[src/design/vram_regs_pkg.sv]
// vram register port shared widths, register map and state encodings
`default_nettype none

package vram_regs_pkg;

// bus and datapath widths
localparam int BYTE_W         = 8;      // host bus byte
localparam int WORD_W         = 16;     // register and vram word
localparam int ADDR_W         = 16;     // vram word address
localparam int REG_NUM_W      = 4;      // host register number

// channel layout
localparam int NUM_CHANNELS   = 3;      // pointer channels
localparam int CHAN_IDX_W     = 2;      // upper bits of reg number
localparam int SYNC_STAGES    = 2;      // cs_n synchronizer depth

localparam logic [REG_NUM_W-1:0] STATUS_REG_NUM = 4'd12;   // channel 3, field 0

// low two bits of a register number
typedef enum logic [1:0] {
    FIELD_INCR = 2'd0,                  // address increment
    FIELD_ADDR = 2'd1,                  // address, odd write pre-reads
    FIELD_DATA = 2'd2,                  // vram data window
    FIELD_RSVD = 2'd3                   // reads zero
} reg_field_e;

// per-channel request sequencer
typedef enum logic [1:0] {
    CH_IDLE,                            // no access outstanding
    CH_REQ,                             // req high, waiting for ack
    CH_RELEASE                          // req low, waiting for ack low
} chan_state_e;

// external port sequencer
typedef enum logic [1:0] {
    ARB_IDLE,                           // free to grant
    ARB_BUSY,                           // vram_req_o raised
    ARB_DRAIN                           // req dropped, waiting for ack low
} arb_state_e;

endpackage

`default_nettype wire

[src/design/chan_if.sv]
// host access path from the bus port to one pointer channel
`default_nettype none
`timescale 1ns/10ps

interface chan_if;

logic                                   wr_stb;     // byte write, one cycle
logic                                   rd_stb;     // end of host read, one cycle
vram_regs_pkg::reg_field_e              field;      // addressed field
logic                                   bytesel;    // 0 even/high, 1 odd/low
logic [vram_regs_pkg::BYTE_W-1:0]       wbyte;      // written byte

logic [vram_regs_pkg::ADDR_W-1:0]       addr;       // current pointer
logic [vram_regs_pkg::WORD_W-1:0]       incr;       // pointer step
logic [vram_regs_pkg::WORD_W-1:0]       rdata;      // last word read
logic                                   busy;       // access in flight

modport host (
    output wr_stb, rd_stb, field, bytesel, wbyte,
    input  addr, incr, rdata, busy
);

modport chan (
    input  wr_stb, rd_stb, field, bytesel, wbyte,
    output addr, incr, rdata, busy
);

endinterface

`default_nettype wire

[src/design/vram_req_if.sv]
// four-phase vram request from one channel to the port arbiter
`default_nettype none
`timescale 1ns/10ps

interface vram_req_if;

logic                                   req;        // held until ack high
logic                                   wr;         // 1 write, 0 read
logic [vram_regs_pkg::ADDR_W-1:0]       addr;       // stable while req
logic [vram_regs_pkg::WORD_W-1:0]       wdata;      // stable while req
logic                                   ack;        // high until req drops
logic [vram_regs_pkg::WORD_W-1:0]       rdata;      // valid while ack

modport chan (
    output req, wr, addr, wdata,
    input  ack, rdata
);

modport arb (
    input  req, wr, addr, wdata,
    output ack, rdata
);

endinterface

`default_nettype wire

[src/design/host_bus_port.sv]
// host bus port, syncs chip select, latches accesses and muxes read-back bytes
`default_nettype none
`timescale 1ns/10ps

module host_bus_port (
    input  wire logic                                   clk,
    input  wire logic                                   reset_i,
    input  wire logic                                   bus_cs_n_i,     // async select
    input  wire logic                                   bus_rd_nwr_i,   // 1 read, 0 write
    input  wire logic [vram_regs_pkg::REG_NUM_W-1:0]    bus_reg_num_i,  // register number
    input  wire logic                                   bus_bytesel_i,  // 0 even, 1 odd
    input  wire logic [vram_regs_pkg::BYTE_W-1:0]       bus_data_i,     // write byte
    output      logic [vram_regs_pkg::BYTE_W-1:0]       bus_data_o,     // read-back byte
    chan_if.host                                        chans [vram_regs_pkg::NUM_CHANNELS]
);

logic [vram_regs_pkg::SYNC_STAGES-1:0]  cs_sync;        // shift chain, idles high
logic                                   cs_prev;        // last synced level
logic                                   cs_fall;        // access start
logic                                   cs_rise;        // access end

logic [vram_regs_pkg::REG_NUM_W-1:0]    lat_reg_num;    // latched at cs fall
logic                                   lat_bytesel;
logic                                   lat_rd_nwr;
logic [vram_regs_pkg::BYTE_W-1:0]       lat_byte;       // payload, no reset
logic                                   wr_pulse;       // before channel routing
logic                                   rd_pulse;

logic [vram_regs_pkg::CHAN_IDX_W-1:0]   lat_chan;
vram_regs_pkg::reg_field_e              lat_field;

logic [vram_regs_pkg::ADDR_W-1:0]       chan_addr  [vram_regs_pkg::NUM_CHANNELS];
logic [vram_regs_pkg::WORD_W-1:0]       chan_incr  [vram_regs_pkg::NUM_CHANNELS];
logic [vram_regs_pkg::WORD_W-1:0]       chan_rdata [vram_regs_pkg::NUM_CHANNELS];
logic [vram_regs_pkg::NUM_CHANNELS-1:0] busy_bits;
logic [vram_regs_pkg::WORD_W-1:0]       rd_word;        // word before byte select

assign cs_fall   = cs_prev & ~cs_sync[vram_regs_pkg::SYNC_STAGES-1];
assign cs_rise   = ~cs_prev & cs_sync[vram_regs_pkg::SYNC_STAGES-1];
assign lat_chan  = lat_reg_num[vram_regs_pkg::REG_NUM_W-1 -: vram_regs_pkg::CHAN_IDX_W];
assign lat_field = vram_regs_pkg::reg_field_e'(lat_reg_num[1:0]);

always_ff @(posedge clk) begin
    if (reset_i) begin
        cs_sync     <= '1;                              // deselected
        cs_prev     <= 1'b1;
        lat_reg_num <= '0;
        lat_bytesel <= 1'b0;
        lat_rd_nwr  <= 1'b0;
        wr_pulse    <= 1'b0;
        rd_pulse    <= 1'b0;
    end else begin
        cs_sync  <= {cs_sync[vram_regs_pkg::SYNC_STAGES-2:0], bus_cs_n_i};
        cs_prev  <= cs_sync[vram_regs_pkg::SYNC_STAGES-1];
        wr_pulse <= cs_fall & ~bus_rd_nwr_i;            // 3 cycles after cs_n falls
        rd_pulse <= cs_rise & lat_rd_nwr;               // read done, may pre-read
        if (cs_fall) begin
            lat_reg_num <= bus_reg_num_i;               // bus stable by now
            lat_bytesel <= bus_bytesel_i;
            lat_rd_nwr  <= bus_rd_nwr_i;
        end
    end
end

always_ff @(posedge clk) begin
    if (cs_fall) begin
        lat_byte <= bus_data_i;
    end
end

// fan out to channels, index 3 has no channel
for (genvar i = 0; i < vram_regs_pkg::NUM_CHANNELS; i++) begin : g_chan
    assign chans[i].wr_stb  = wr_pulse & (int'(lat_chan) == i);
    assign chans[i].rd_stb  = rd_pulse & (int'(lat_chan) == i);
    assign chans[i].field   = lat_field;
    assign chans[i].bytesel = lat_bytesel;
    assign chans[i].wbyte   = lat_byte;
    assign chan_addr[i]     = chans[i].addr;            // gathered for the read mux
    assign chan_incr[i]     = chans[i].incr;
    assign chan_rdata[i]    = chans[i].rdata;
    assign busy_bits[i]     = chans[i].busy;
end

always_comb begin
    rd_word = '0;                                       // reserved reads zero
    if (lat_reg_num == vram_regs_pkg::STATUS_REG_NUM) begin
        rd_word = vram_regs_pkg::WORD_W'(busy_bits);    // busy in low byte
    end else if (int'(lat_chan) < vram_regs_pkg::NUM_CHANNELS) begin
        case (lat_field)
            vram_regs_pkg::FIELD_INCR: rd_word = chan_incr[lat_chan];
            vram_regs_pkg::FIELD_ADDR: rd_word = chan_addr[lat_chan];
            vram_regs_pkg::FIELD_DATA: rd_word = chan_rdata[lat_chan];
            vram_regs_pkg::FIELD_RSVD: rd_word = '0;
            default:                   rd_word = '0;
        endcase
    end
end

// even byte is the high half
assign bus_data_o = lat_bytesel ? rd_word[vram_regs_pkg::BYTE_W-1:0]
                                : rd_word[vram_regs_pkg::WORD_W-1:vram_regs_pkg::BYTE_W];

endmodule

`default_nettype wire

[src/design/vram_channel.sv]
// vram pointer channel, address/increment registers and request sequencer
`default_nettype none
`timescale 1ns/10ps

module vram_channel (
    input  wire logic   clk,
    input  wire logic   reset_i,
    chan_if.chan        host,           // decoded host accesses
    vram_req_if.chan    vram            // toward the arbiter
);

vram_regs_pkg::chan_state_e             state;

logic [vram_regs_pkg::ADDR_W-1:0]       addr_r;         // pointer, steps on ack
logic [vram_regs_pkg::WORD_W-1:0]       incr_r;         // step size
logic [vram_regs_pkg::WORD_W-1:0]       rdata_r;        // last read word
logic [vram_regs_pkg::BYTE_W-1:0]       data_even;      // high byte of DATA write
logic                                   req_wr;         // current access is a write
logic [vram_regs_pkg::ADDR_W-1:0]       req_addr;       // held for the whole handshake
logic [vram_regs_pkg::WORD_W-1:0]       req_wdata;

logic                                   launch_rd;
logic                                   launch_wr;
logic [vram_regs_pkg::ADDR_W-1:0]       launch_addr;

// commands only start from idle, busy ones drop
always_comb begin
    launch_rd   = 1'b0;
    launch_wr   = 1'b0;
    launch_addr = addr_r;
    if (state == vram_regs_pkg::CH_IDLE && host.bytesel) begin
        if (host.wr_stb && host.field == vram_regs_pkg::FIELD_ADDR) begin
            launch_rd   = 1'b1;                         // pre-read at the new address
            launch_addr = {addr_r[vram_regs_pkg::ADDR_W-1:vram_regs_pkg::BYTE_W], host.wbyte};
        end
        if (host.wr_stb && host.field == vram_regs_pkg::FIELD_DATA) begin
            launch_wr = 1'b1;
        end
        if (host.rd_stb && host.field == vram_regs_pkg::FIELD_DATA) begin
            launch_rd = 1'b1;                           // refill after odd read
        end
    end
end

always_ff @(posedge clk) begin
    if (reset_i) begin
        state   <= vram_regs_pkg::CH_IDLE;
        addr_r  <= '0;
        incr_r  <= '0;
        rdata_r <= '0;
        req_wr  <= 1'b0;
    end else begin
        case (state)
            vram_regs_pkg::CH_IDLE: begin
                if (launch_rd || launch_wr) begin
                    state  <= vram_regs_pkg::CH_REQ;    // req up next cycle
                    req_wr <= launch_wr;
                end
            end
            vram_regs_pkg::CH_REQ: begin
                if (vram.ack) begin
                    state  <= vram_regs_pkg::CH_RELEASE;
                    addr_r <= addr_r + incr_r;          // every access steps
                    if (!req_wr) begin
                        rdata_r <= vram.rdata;
                    end
                end
            end
            vram_regs_pkg::CH_RELEASE: begin
                if (!vram.ack) begin
                    state <= vram_regs_pkg::CH_IDLE;
                end
            end
            default: state <= vram_regs_pkg::CH_IDLE;
        endcase

        // register bytes land even while busy, after the step above
        if (host.wr_stb) begin
            case (host.field)
                vram_regs_pkg::FIELD_INCR: begin
                    if (host.bytesel) incr_r[vram_regs_pkg::BYTE_W-1:0] <= host.wbyte;
                    else incr_r[vram_regs_pkg::WORD_W-1:vram_regs_pkg::BYTE_W] <= host.wbyte;
                end
                vram_regs_pkg::FIELD_ADDR: begin
                    if (host.bytesel) addr_r[vram_regs_pkg::BYTE_W-1:0] <= host.wbyte;
                    else addr_r[vram_regs_pkg::ADDR_W-1:vram_regs_pkg::BYTE_W] <= host.wbyte;
                end
                default: ;                              // DATA handled below
            endcase
        end
    end
end

// payload registers
always_ff @(posedge clk) begin
    if (host.wr_stb && !host.bytesel && host.field == vram_regs_pkg::FIELD_DATA) begin
        data_even <= host.wbyte;
    end
    if (launch_rd || launch_wr) begin
        req_addr  <= launch_addr;
        req_wdata <= {data_even, host.wbyte};           // used only by writes
    end
end

assign vram.req    = (state == vram_regs_pkg::CH_REQ);
assign vram.wr     = req_wr;
assign vram.addr   = req_addr;
assign vram.wdata  = req_wdata;

assign host.addr   = addr_r;
assign host.incr   = incr_r;
assign host.rdata  = rdata_r;
assign host.busy   = (state != vram_regs_pkg::CH_IDLE);   // launch until ack low

endmodule

`default_nettype wire

[src/design/vram_port_arbiter.sv]
// fixed-priority arbiter onto the external four-phase vram port
`default_nettype none
`timescale 1ns/10ps

module vram_port_arbiter (
    input  wire logic                                   clk,
    input  wire logic                                   reset_i,
    vram_req_if.arb                                     reqs [vram_regs_pkg::NUM_CHANNELS],
    output      logic                                   vram_req_o,
    output      logic                                   vram_wr_o,
    output      logic [vram_regs_pkg::ADDR_W-1:0]       vram_addr_o,
    output      logic [vram_regs_pkg::WORD_W-1:0]       vram_wdata_o,
    input  wire logic                                   vram_ack_i,
    input  wire logic [vram_regs_pkg::WORD_W-1:0]       vram_rdata_i
);

vram_regs_pkg::arb_state_e              state;
logic [vram_regs_pkg::CHAN_IDX_W-1:0]   grant;          // owner of the port
logic [vram_regs_pkg::CHAN_IDX_W-1:0]   sel;            // lowest requester
logic [vram_regs_pkg::NUM_CHANNELS-1:0] req_vec;
logic [vram_regs_pkg::NUM_CHANNELS-1:0] wr_vec;
logic [vram_regs_pkg::ADDR_W-1:0]       addr_arr  [vram_regs_pkg::NUM_CHANNELS];
logic [vram_regs_pkg::WORD_W-1:0]       wdata_arr [vram_regs_pkg::NUM_CHANNELS];

for (genvar i = 0; i < vram_regs_pkg::NUM_CHANNELS; i++) begin : g_req
    assign req_vec[i]    = reqs[i].req;
    assign wr_vec[i]     = reqs[i].wr;
    assign addr_arr[i]   = reqs[i].addr;
    assign wdata_arr[i]  = reqs[i].wdata;
    // ack passes straight through to the owner
    assign reqs[i].ack   = (state != vram_regs_pkg::ARB_IDLE) && (int'(grant) == i)
                           && vram_ack_i;
    assign reqs[i].rdata = vram_rdata_i;                // qualified by ack
end

// channel 0 wins
always_comb begin
    sel = '0;
    for (int i = vram_regs_pkg::NUM_CHANNELS - 1; i >= 0; i--) begin
        if (req_vec[i]) sel = i[vram_regs_pkg::CHAN_IDX_W-1:0];
    end
end

always_ff @(posedge clk) begin
    if (reset_i) begin
        state      <= vram_regs_pkg::ARB_IDLE;
        grant      <= '0;
        vram_req_o <= 1'b0;
        vram_wr_o  <= 1'b0;
    end else begin
        case (state)
            vram_regs_pkg::ARB_IDLE: begin
                if (|req_vec) begin
                    grant      <= sel;
                    vram_wr_o  <= wr_vec[sel];
                    vram_req_o <= 1'b1;                 // one cycle after grant
                    state      <= vram_regs_pkg::ARB_BUSY;
                end
            end
            vram_regs_pkg::ARB_BUSY: begin
                if (!req_vec[grant]) begin              // owner saw ack
                    vram_req_o <= 1'b0;
                    state      <= vram_regs_pkg::ARB_DRAIN;
                end
            end
            vram_regs_pkg::ARB_DRAIN: begin
                if (!vram_ack_i) state <= vram_regs_pkg::ARB_IDLE;
            end
            default: state <= vram_regs_pkg::ARB_IDLE;
        endcase
    end
end

// address and data captured with the grant
always_ff @(posedge clk) begin
    if (state == vram_regs_pkg::ARB_IDLE && |req_vec) begin
        vram_addr_o  <= addr_arr[sel];
        vram_wdata_o <= wdata_arr[sel];
    end
end

endmodule

`default_nettype wire

[src/design/vram_regs_top.sv]
// vram register port top, host bus decode, pointer channels and vram arbiter
`default_nettype none
`timescale 1ns/10ps

module vram_regs_top (
    input  wire logic                                   clk,
    input  wire logic                                   reset_i,
    // host bus
    input  wire logic                                   bus_cs_n_i,
    input  wire logic                                   bus_rd_nwr_i,
    input  wire logic [vram_regs_pkg::REG_NUM_W-1:0]    bus_reg_num_i,
    input  wire logic                                   bus_bytesel_i,
    input  wire logic [vram_regs_pkg::BYTE_W-1:0]       bus_data_i,
    output      logic [vram_regs_pkg::BYTE_W-1:0]       bus_data_o,
    // vram, four-phase, this side requests
    output      logic                                   vram_req_o,
    output      logic                                   vram_wr_o,
    output      logic [vram_regs_pkg::ADDR_W-1:0]       vram_addr_o,
    output      logic [vram_regs_pkg::WORD_W-1:0]       vram_wdata_o,
    input  wire logic                                   vram_ack_i,
    input  wire logic [vram_regs_pkg::WORD_W-1:0]       vram_rdata_i
);

chan_if     chans [vram_regs_pkg::NUM_CHANNELS] ();     // bus port to channels
vram_req_if vreqs [vram_regs_pkg::NUM_CHANNELS] ();     // channels to arbiter

host_bus_port host_bus_port_inst (
    .clk            (clk),
    .reset_i        (reset_i),
    .bus_cs_n_i     (bus_cs_n_i),
    .bus_rd_nwr_i   (bus_rd_nwr_i),
    .bus_reg_num_i  (bus_reg_num_i),
    .bus_bytesel_i  (bus_bytesel_i),
    .bus_data_i     (bus_data_i),
    .bus_data_o     (bus_data_o),
    .chans          (chans)
);

// identical pointer channels
for (genvar i = 0; i < vram_regs_pkg::NUM_CHANNELS; i++) begin : g_channel
    vram_channel vram_channel_inst (
        .clk        (clk),
        .reset_i    (reset_i),
        .host       (chans[i]),
        .vram       (vreqs[i])
    );
end

vram_port_arbiter vram_port_arbiter_inst (
    .clk            (clk),
    .reset_i        (reset_i),
    .reqs           (vreqs),
    .vram_req_o     (vram_req_o),
    .vram_wr_o      (vram_wr_o),
    .vram_addr_o    (vram_addr_o),
    .vram_wdata_o   (vram_wdata_o),
    .vram_ack_i     (vram_ack_i),
    .vram_rdata_i   (vram_rdata_i)
);

endmodule

`default_nettype wire

[config.mk]
export PLATFORM = sky130hd
export DESIGN_NAME = vram_regs_top
export DESIGN_NICKNAME = d
export VERILOG_FILES = /design/src/design/vram_regs_pkg.sv /design/src/design/chan_if.sv /design/src/design/vram_req_if.sv /design/src/design/host_bus_port.sv /design/src/design/vram_channel.sv /design/src/design/vram_port_arbiter.sv /design/src/design/vram_regs_top.sv
export SDC_FILE = /design/constraint.sdc
export NUM_CORES = 1
export LEC_CHECK = 0
export BUFFER_PORTS_ARGS = -buffer_cell sky130_fd_sc_hd__buf_2
export CORE_AREA = 2 2 172 242
export CTS_BUF_LIST = sky130_fd_sc_hd__clkbuf_8 sky130_fd_sc_hd__clkbuf_16
export DETAILED_ROUTE_END_ITERATION = 12
export DIE_AREA = 0 0 174 244
export GPL_ROUTABILITY_DRIVEN = 0
export SYNTH_ARGS = -nofsm -noshare
export SYNTH_HDL_FRONTEND = slang
export SYNTH_SLANG_ARGS = --single-unit
[constraint.sdc]
create_clock -name clk -period 8.3 [get_ports clk]
set_clock_uncertainty 0.05 [all_clocks]
set_input_delay 2.49 -clock clk [delete_from_list [all_inputs] [get_ports clk]]
set_output_delay 2.49 -clock clk [all_outputs]
set_load 0.005 [all_outputs]
==> run_results.csv <==
group,metric,value,unit
floorplan,start_util,39.81,%
clock_network,cts.sink_count,330,
timing,fin_tns_setup,0,ns
logic_synthesis,synthTopCellsByArea,"edfxtp_1, dfxtp_1, mux2i_1",
route,postRouteAntennaNets,0,
critical_path,timing.critical_path.slowest_stage_cell,"nor2b_4",
floorplan,pin_count,76,
run,maxCapViolCount,0,
layout,fin_nets,1735,
placement,dp_cells,2149,
power_and_ir_drop,p_leak,6.766,nW
power_and_ir_drop,combPwrFrac,2.2,%
timing,rsz0062_at_grt,"false",
power_and_ir_drop,p_per_area,188.2,nW/um^2
route,wl,44.83,mm
logic_synthesis,yosysSeqAreaShare,51.47,%
logic_synthesis,avgSynthCellArea,9.863,sq um
placement,placed_cell_area,16830,sq um
layout,fin_area,18010,sq um
critical_path,cp-end-kind,"primary output",
logic_synthesis,yosys.area.top_type,"edfxtp_1",
power_and_ir_drop,p_switching,0.7030,mW
logic_synthesis,synth_top_area_share,30.13,%
route,vias,12277,
power_and_ir_drop,intPower,2.687,mW
clock_network,postCtsSetupBuffers,0,
global_route,antenna_found_initial,0,
global_route,grt_pass1_vias,12002,
logic_synthesis,synth-edff-count,160,
layout,final-instance-count-excl-fill,2212,
route,wl_per_cell,20.27,um
logic_synthesis,synth_cells,1617,
clock_network,numCtsBuffers,36,
logic_synthesis,ys_types,63,
logic_synthesis,ys.warnings.count,0,
placement,dpl.hpwl,31.27,mm
critical_path,cp-start-kind,"register",
logic_synthesis,synth_seq_cells,330,
logic_synthesis,synthFlopType,"dfxtp_1",
global_route,grt_start_max_net_pins,84,
critical_path,crit_type,"register to primary output",
power_and_ir_drop,seqPwrFrac,50.5,%
route,vias_per_cell,5.550,
global_route,grt_usage,21.04,%
clock_network,cts.path.max_buffers,3,
route,firstDrtPassIters,5,
timing,slew_violations,0,
critical_path,worstPathArrival,3.62,ns
critical_path,crit_chain,"nor2b_4, nand2_1, o211ai_1, o21ai_0, o22ai_1, nor2_1, a21oi_1, buf_2",
worst_hold_path,hold_class,"register to register",
route,drc,0,
critical_path,worstPathRequired,5.76,ns
layout,fillers,3919,
power_and_ir_drop,design_power_total,3.390,mW
floorplan,die_area,42460,sq um
layout,drive_gt1_share,12.10,%
clock_network,clkTransAtPathRegs,0.06,ns
layout,num_antenna_cells,0,
timing,fin_crit,6.157,ns
logic_synthesis,syn_nets,1699,
clock_network,cts_tree,"done",
floorplan,fp.coreArea,40060,sq um
clock_network,cts.repair.resized,0,
clock_network,cts_hold_buffers,0,
critical_path,critPathMaxFanout,57,
critical_path,cp_num_buf_inv,1,
floorplan,rows,87,
timing,max_freq,162.4,MHz
logic_synthesis,synth-async-reset-ratio,0,%
timing,post-route-period-util,74.18,%
run_status,status,"finished, final reports clean",
timing,setup_viol,0,
layout,syn_to_final_growth,12.95,%
timing,worst_pin_slew,1.195,ns
timing,relSlewSlack,20.36,%
timing,hold_violations,0,
clock_network,clk_latency,0.53,ns
logic_synthesis,netlist_area,15950,sq um
global_route,overflow,0,
placement,portBuffers,75,
clock_network,h-tree-depth,2,
route,drtIter0Drc,921,
power_and_ir_drop,ir_drop,174.0,uV
critical_path,path_delay_family,"simple AND/OR/NAND/NOR gates",
layout,fin_util,44.96,%
power_and_ir_drop,p_clk_share,47.4,%
critical_path,critPathMaxStageDelay,1.06,ns
logic_synthesis,synth_top_cells_by_count,"nand2_1, nor2_1, dfxtp_1",
clock_network,cts_root_buf,"clkbuf_16",
global_route,grt_pass1_wl,69.70,mm
power_and_ir_drop,p_sw_share,20.74,%
floorplan,die_w,174,um
floorplan,die_h,244,um
logic_synthesis,yosysMostFrequentCell,"nand2_1",
stage by stage:
step                hold WS [ns]  setup slack (ns)
finish                    0.3558             2.143
global route              0.3727             1.821
CTS                       0.3610             2.150
detailed placement        0.3530             2.752
global placement          0.3461             2.858
floorplan                 0.3395             4.117
per-layer routing:
layer	up-vias	wire length, um	global-route usage, %	share of wire (%)
met5	-	0	0	0
met4	0	1748	8.700	3.9
met3	97	2127	2.627	4.7
met2	366	22120	36.92	49
met1	5899	18840	26.10	42
li1	5915	-	-	-
cells in the final DEF (no fill, tap or decap), types with 11 or more instances in the layout:
master and instances:
a21oi_1 165, a311oi_1 13, o211ai_1 21, a211oi_1 21, inv_1 20, nor2b_1 14
dfxtp_1 168, nor2_1 191, mux2i_1 134, ha_1 45, a21o_1 29, buf_4 26
edfxtp_1 160, nand2_1 212, buf_2 74, o21ai_0 66, nand3_1 30, o22ai_1 11
nor3_1 25, mux2_2 28, xnor2_1 23, clkbuf_16 37, a31oi_1 14
flip-flops by register name, summed over array words and instances, names as in the netlist:
signal	flops
g_channel.vram_channel_inst.data_even	24
g_channel.vram_channel_inst.vram.addr	48
g_channel.vram_channel_inst.state	6
vram_port_arbiter_inst.grant	2
host_bus_port_inst.chans.bytesel	1
host_bus_port_inst.lat_rd_nwr	1
g_channel.vram_channel_inst.vram.wr	3
vram_port_arbiter_inst.vram_wdata_o	16
g_channel.vram_channel_inst.host.incr	48
host_bus_port_inst.wr_pulse	1
g_channel.vram_channel_inst.host.rdata	48
host_bus_port_inst.lat_reg_num	4
host_bus_port_inst.chans.wbyte	8
g_channel.vram_channel_inst.vram.wdata	48
vram_port_arbiter_inst.vram_wr_o	1
g_channel.vram_channel_inst.host.addr	48
vram_port_arbiter_inst.vram_addr_o	16
host_bus_port_inst.cs_sync	2
host_bus_port_inst.cs_prev	1
host_bus_port_inst.rd_pulse	1
vram_port_arbiter_inst.state	2
vram_port_arbiter_inst.vram_req_o	1
path summary, 6_finish.rpt:
check	start	to	slack, ns	cells after the start
worst max-delay path	host_bus_port_inst.lat_reg_num[3]	bus_data_o[2]	2.14	8
worst min-delay path	host_bus_port_inst.cs_prev	host_bus_port_inst.rd_pulse	0.36	1
worst max register to register	host_bus_port_inst.lat_reg_num[3]	g_channel[2].vram_channel_inst.data_even[3]	4.72	3
worst min register to register	host_bus_port_inst.cs_prev	host_bus_port_inst.rd_pulse	0.36	1
power by group through the flow:
stage          clock (mW)  combinational [mW]  sequential, mW
5_1_grt              1.69              0.0794            1.71
4_1_cts              1.64              0.0730            1.71
3_5_place_dp            0              0.0726            1.75
6_report             1.61              0.0730            1.71
2_1_floorplan           0              0.0480            1.74
3_3_place_gp            0              0.0720            1.75
kinds of logic (layout without fill, tap and decap cells):
family / count (synthesis) / after routing / synth area share [%]
buffers and inverters: 114 / 175 / 2.824
flip-flops: 330 / 330 / 51.47
adder cells (fa/ha/maj): 48 / 48 / 3.907
XOR/XNOR: 31 / 31 / 1.702
AND/OR/NAND/NOR: 543 / 543 / 14.73
multiplexers: 162 / 162 / 10.39
AO/OA/AOI/OAI: 389 / 389 / 14.98
worst reg2reg max path, delay by kind of cell, from the launching register on:
family	cells	cell delay, ns
and+or+nand+nor	3	2.15
DFF	1	1.00
area by class of cell:
type	instances	area (sq um)	area share, %
Timing Repair Buffer	100	565.5	3.140
Clock buffer	41	980.9	5.446
Multi-Input combinational cell	1173	7343	40.77
Sequential cell	330	8210	45.58
Inverter	12	45.04	0.2501
Clock inverter	22	198.9	1.104
Tap cell	534	668.1	3.709
Power figures use the tool's default switching activity.
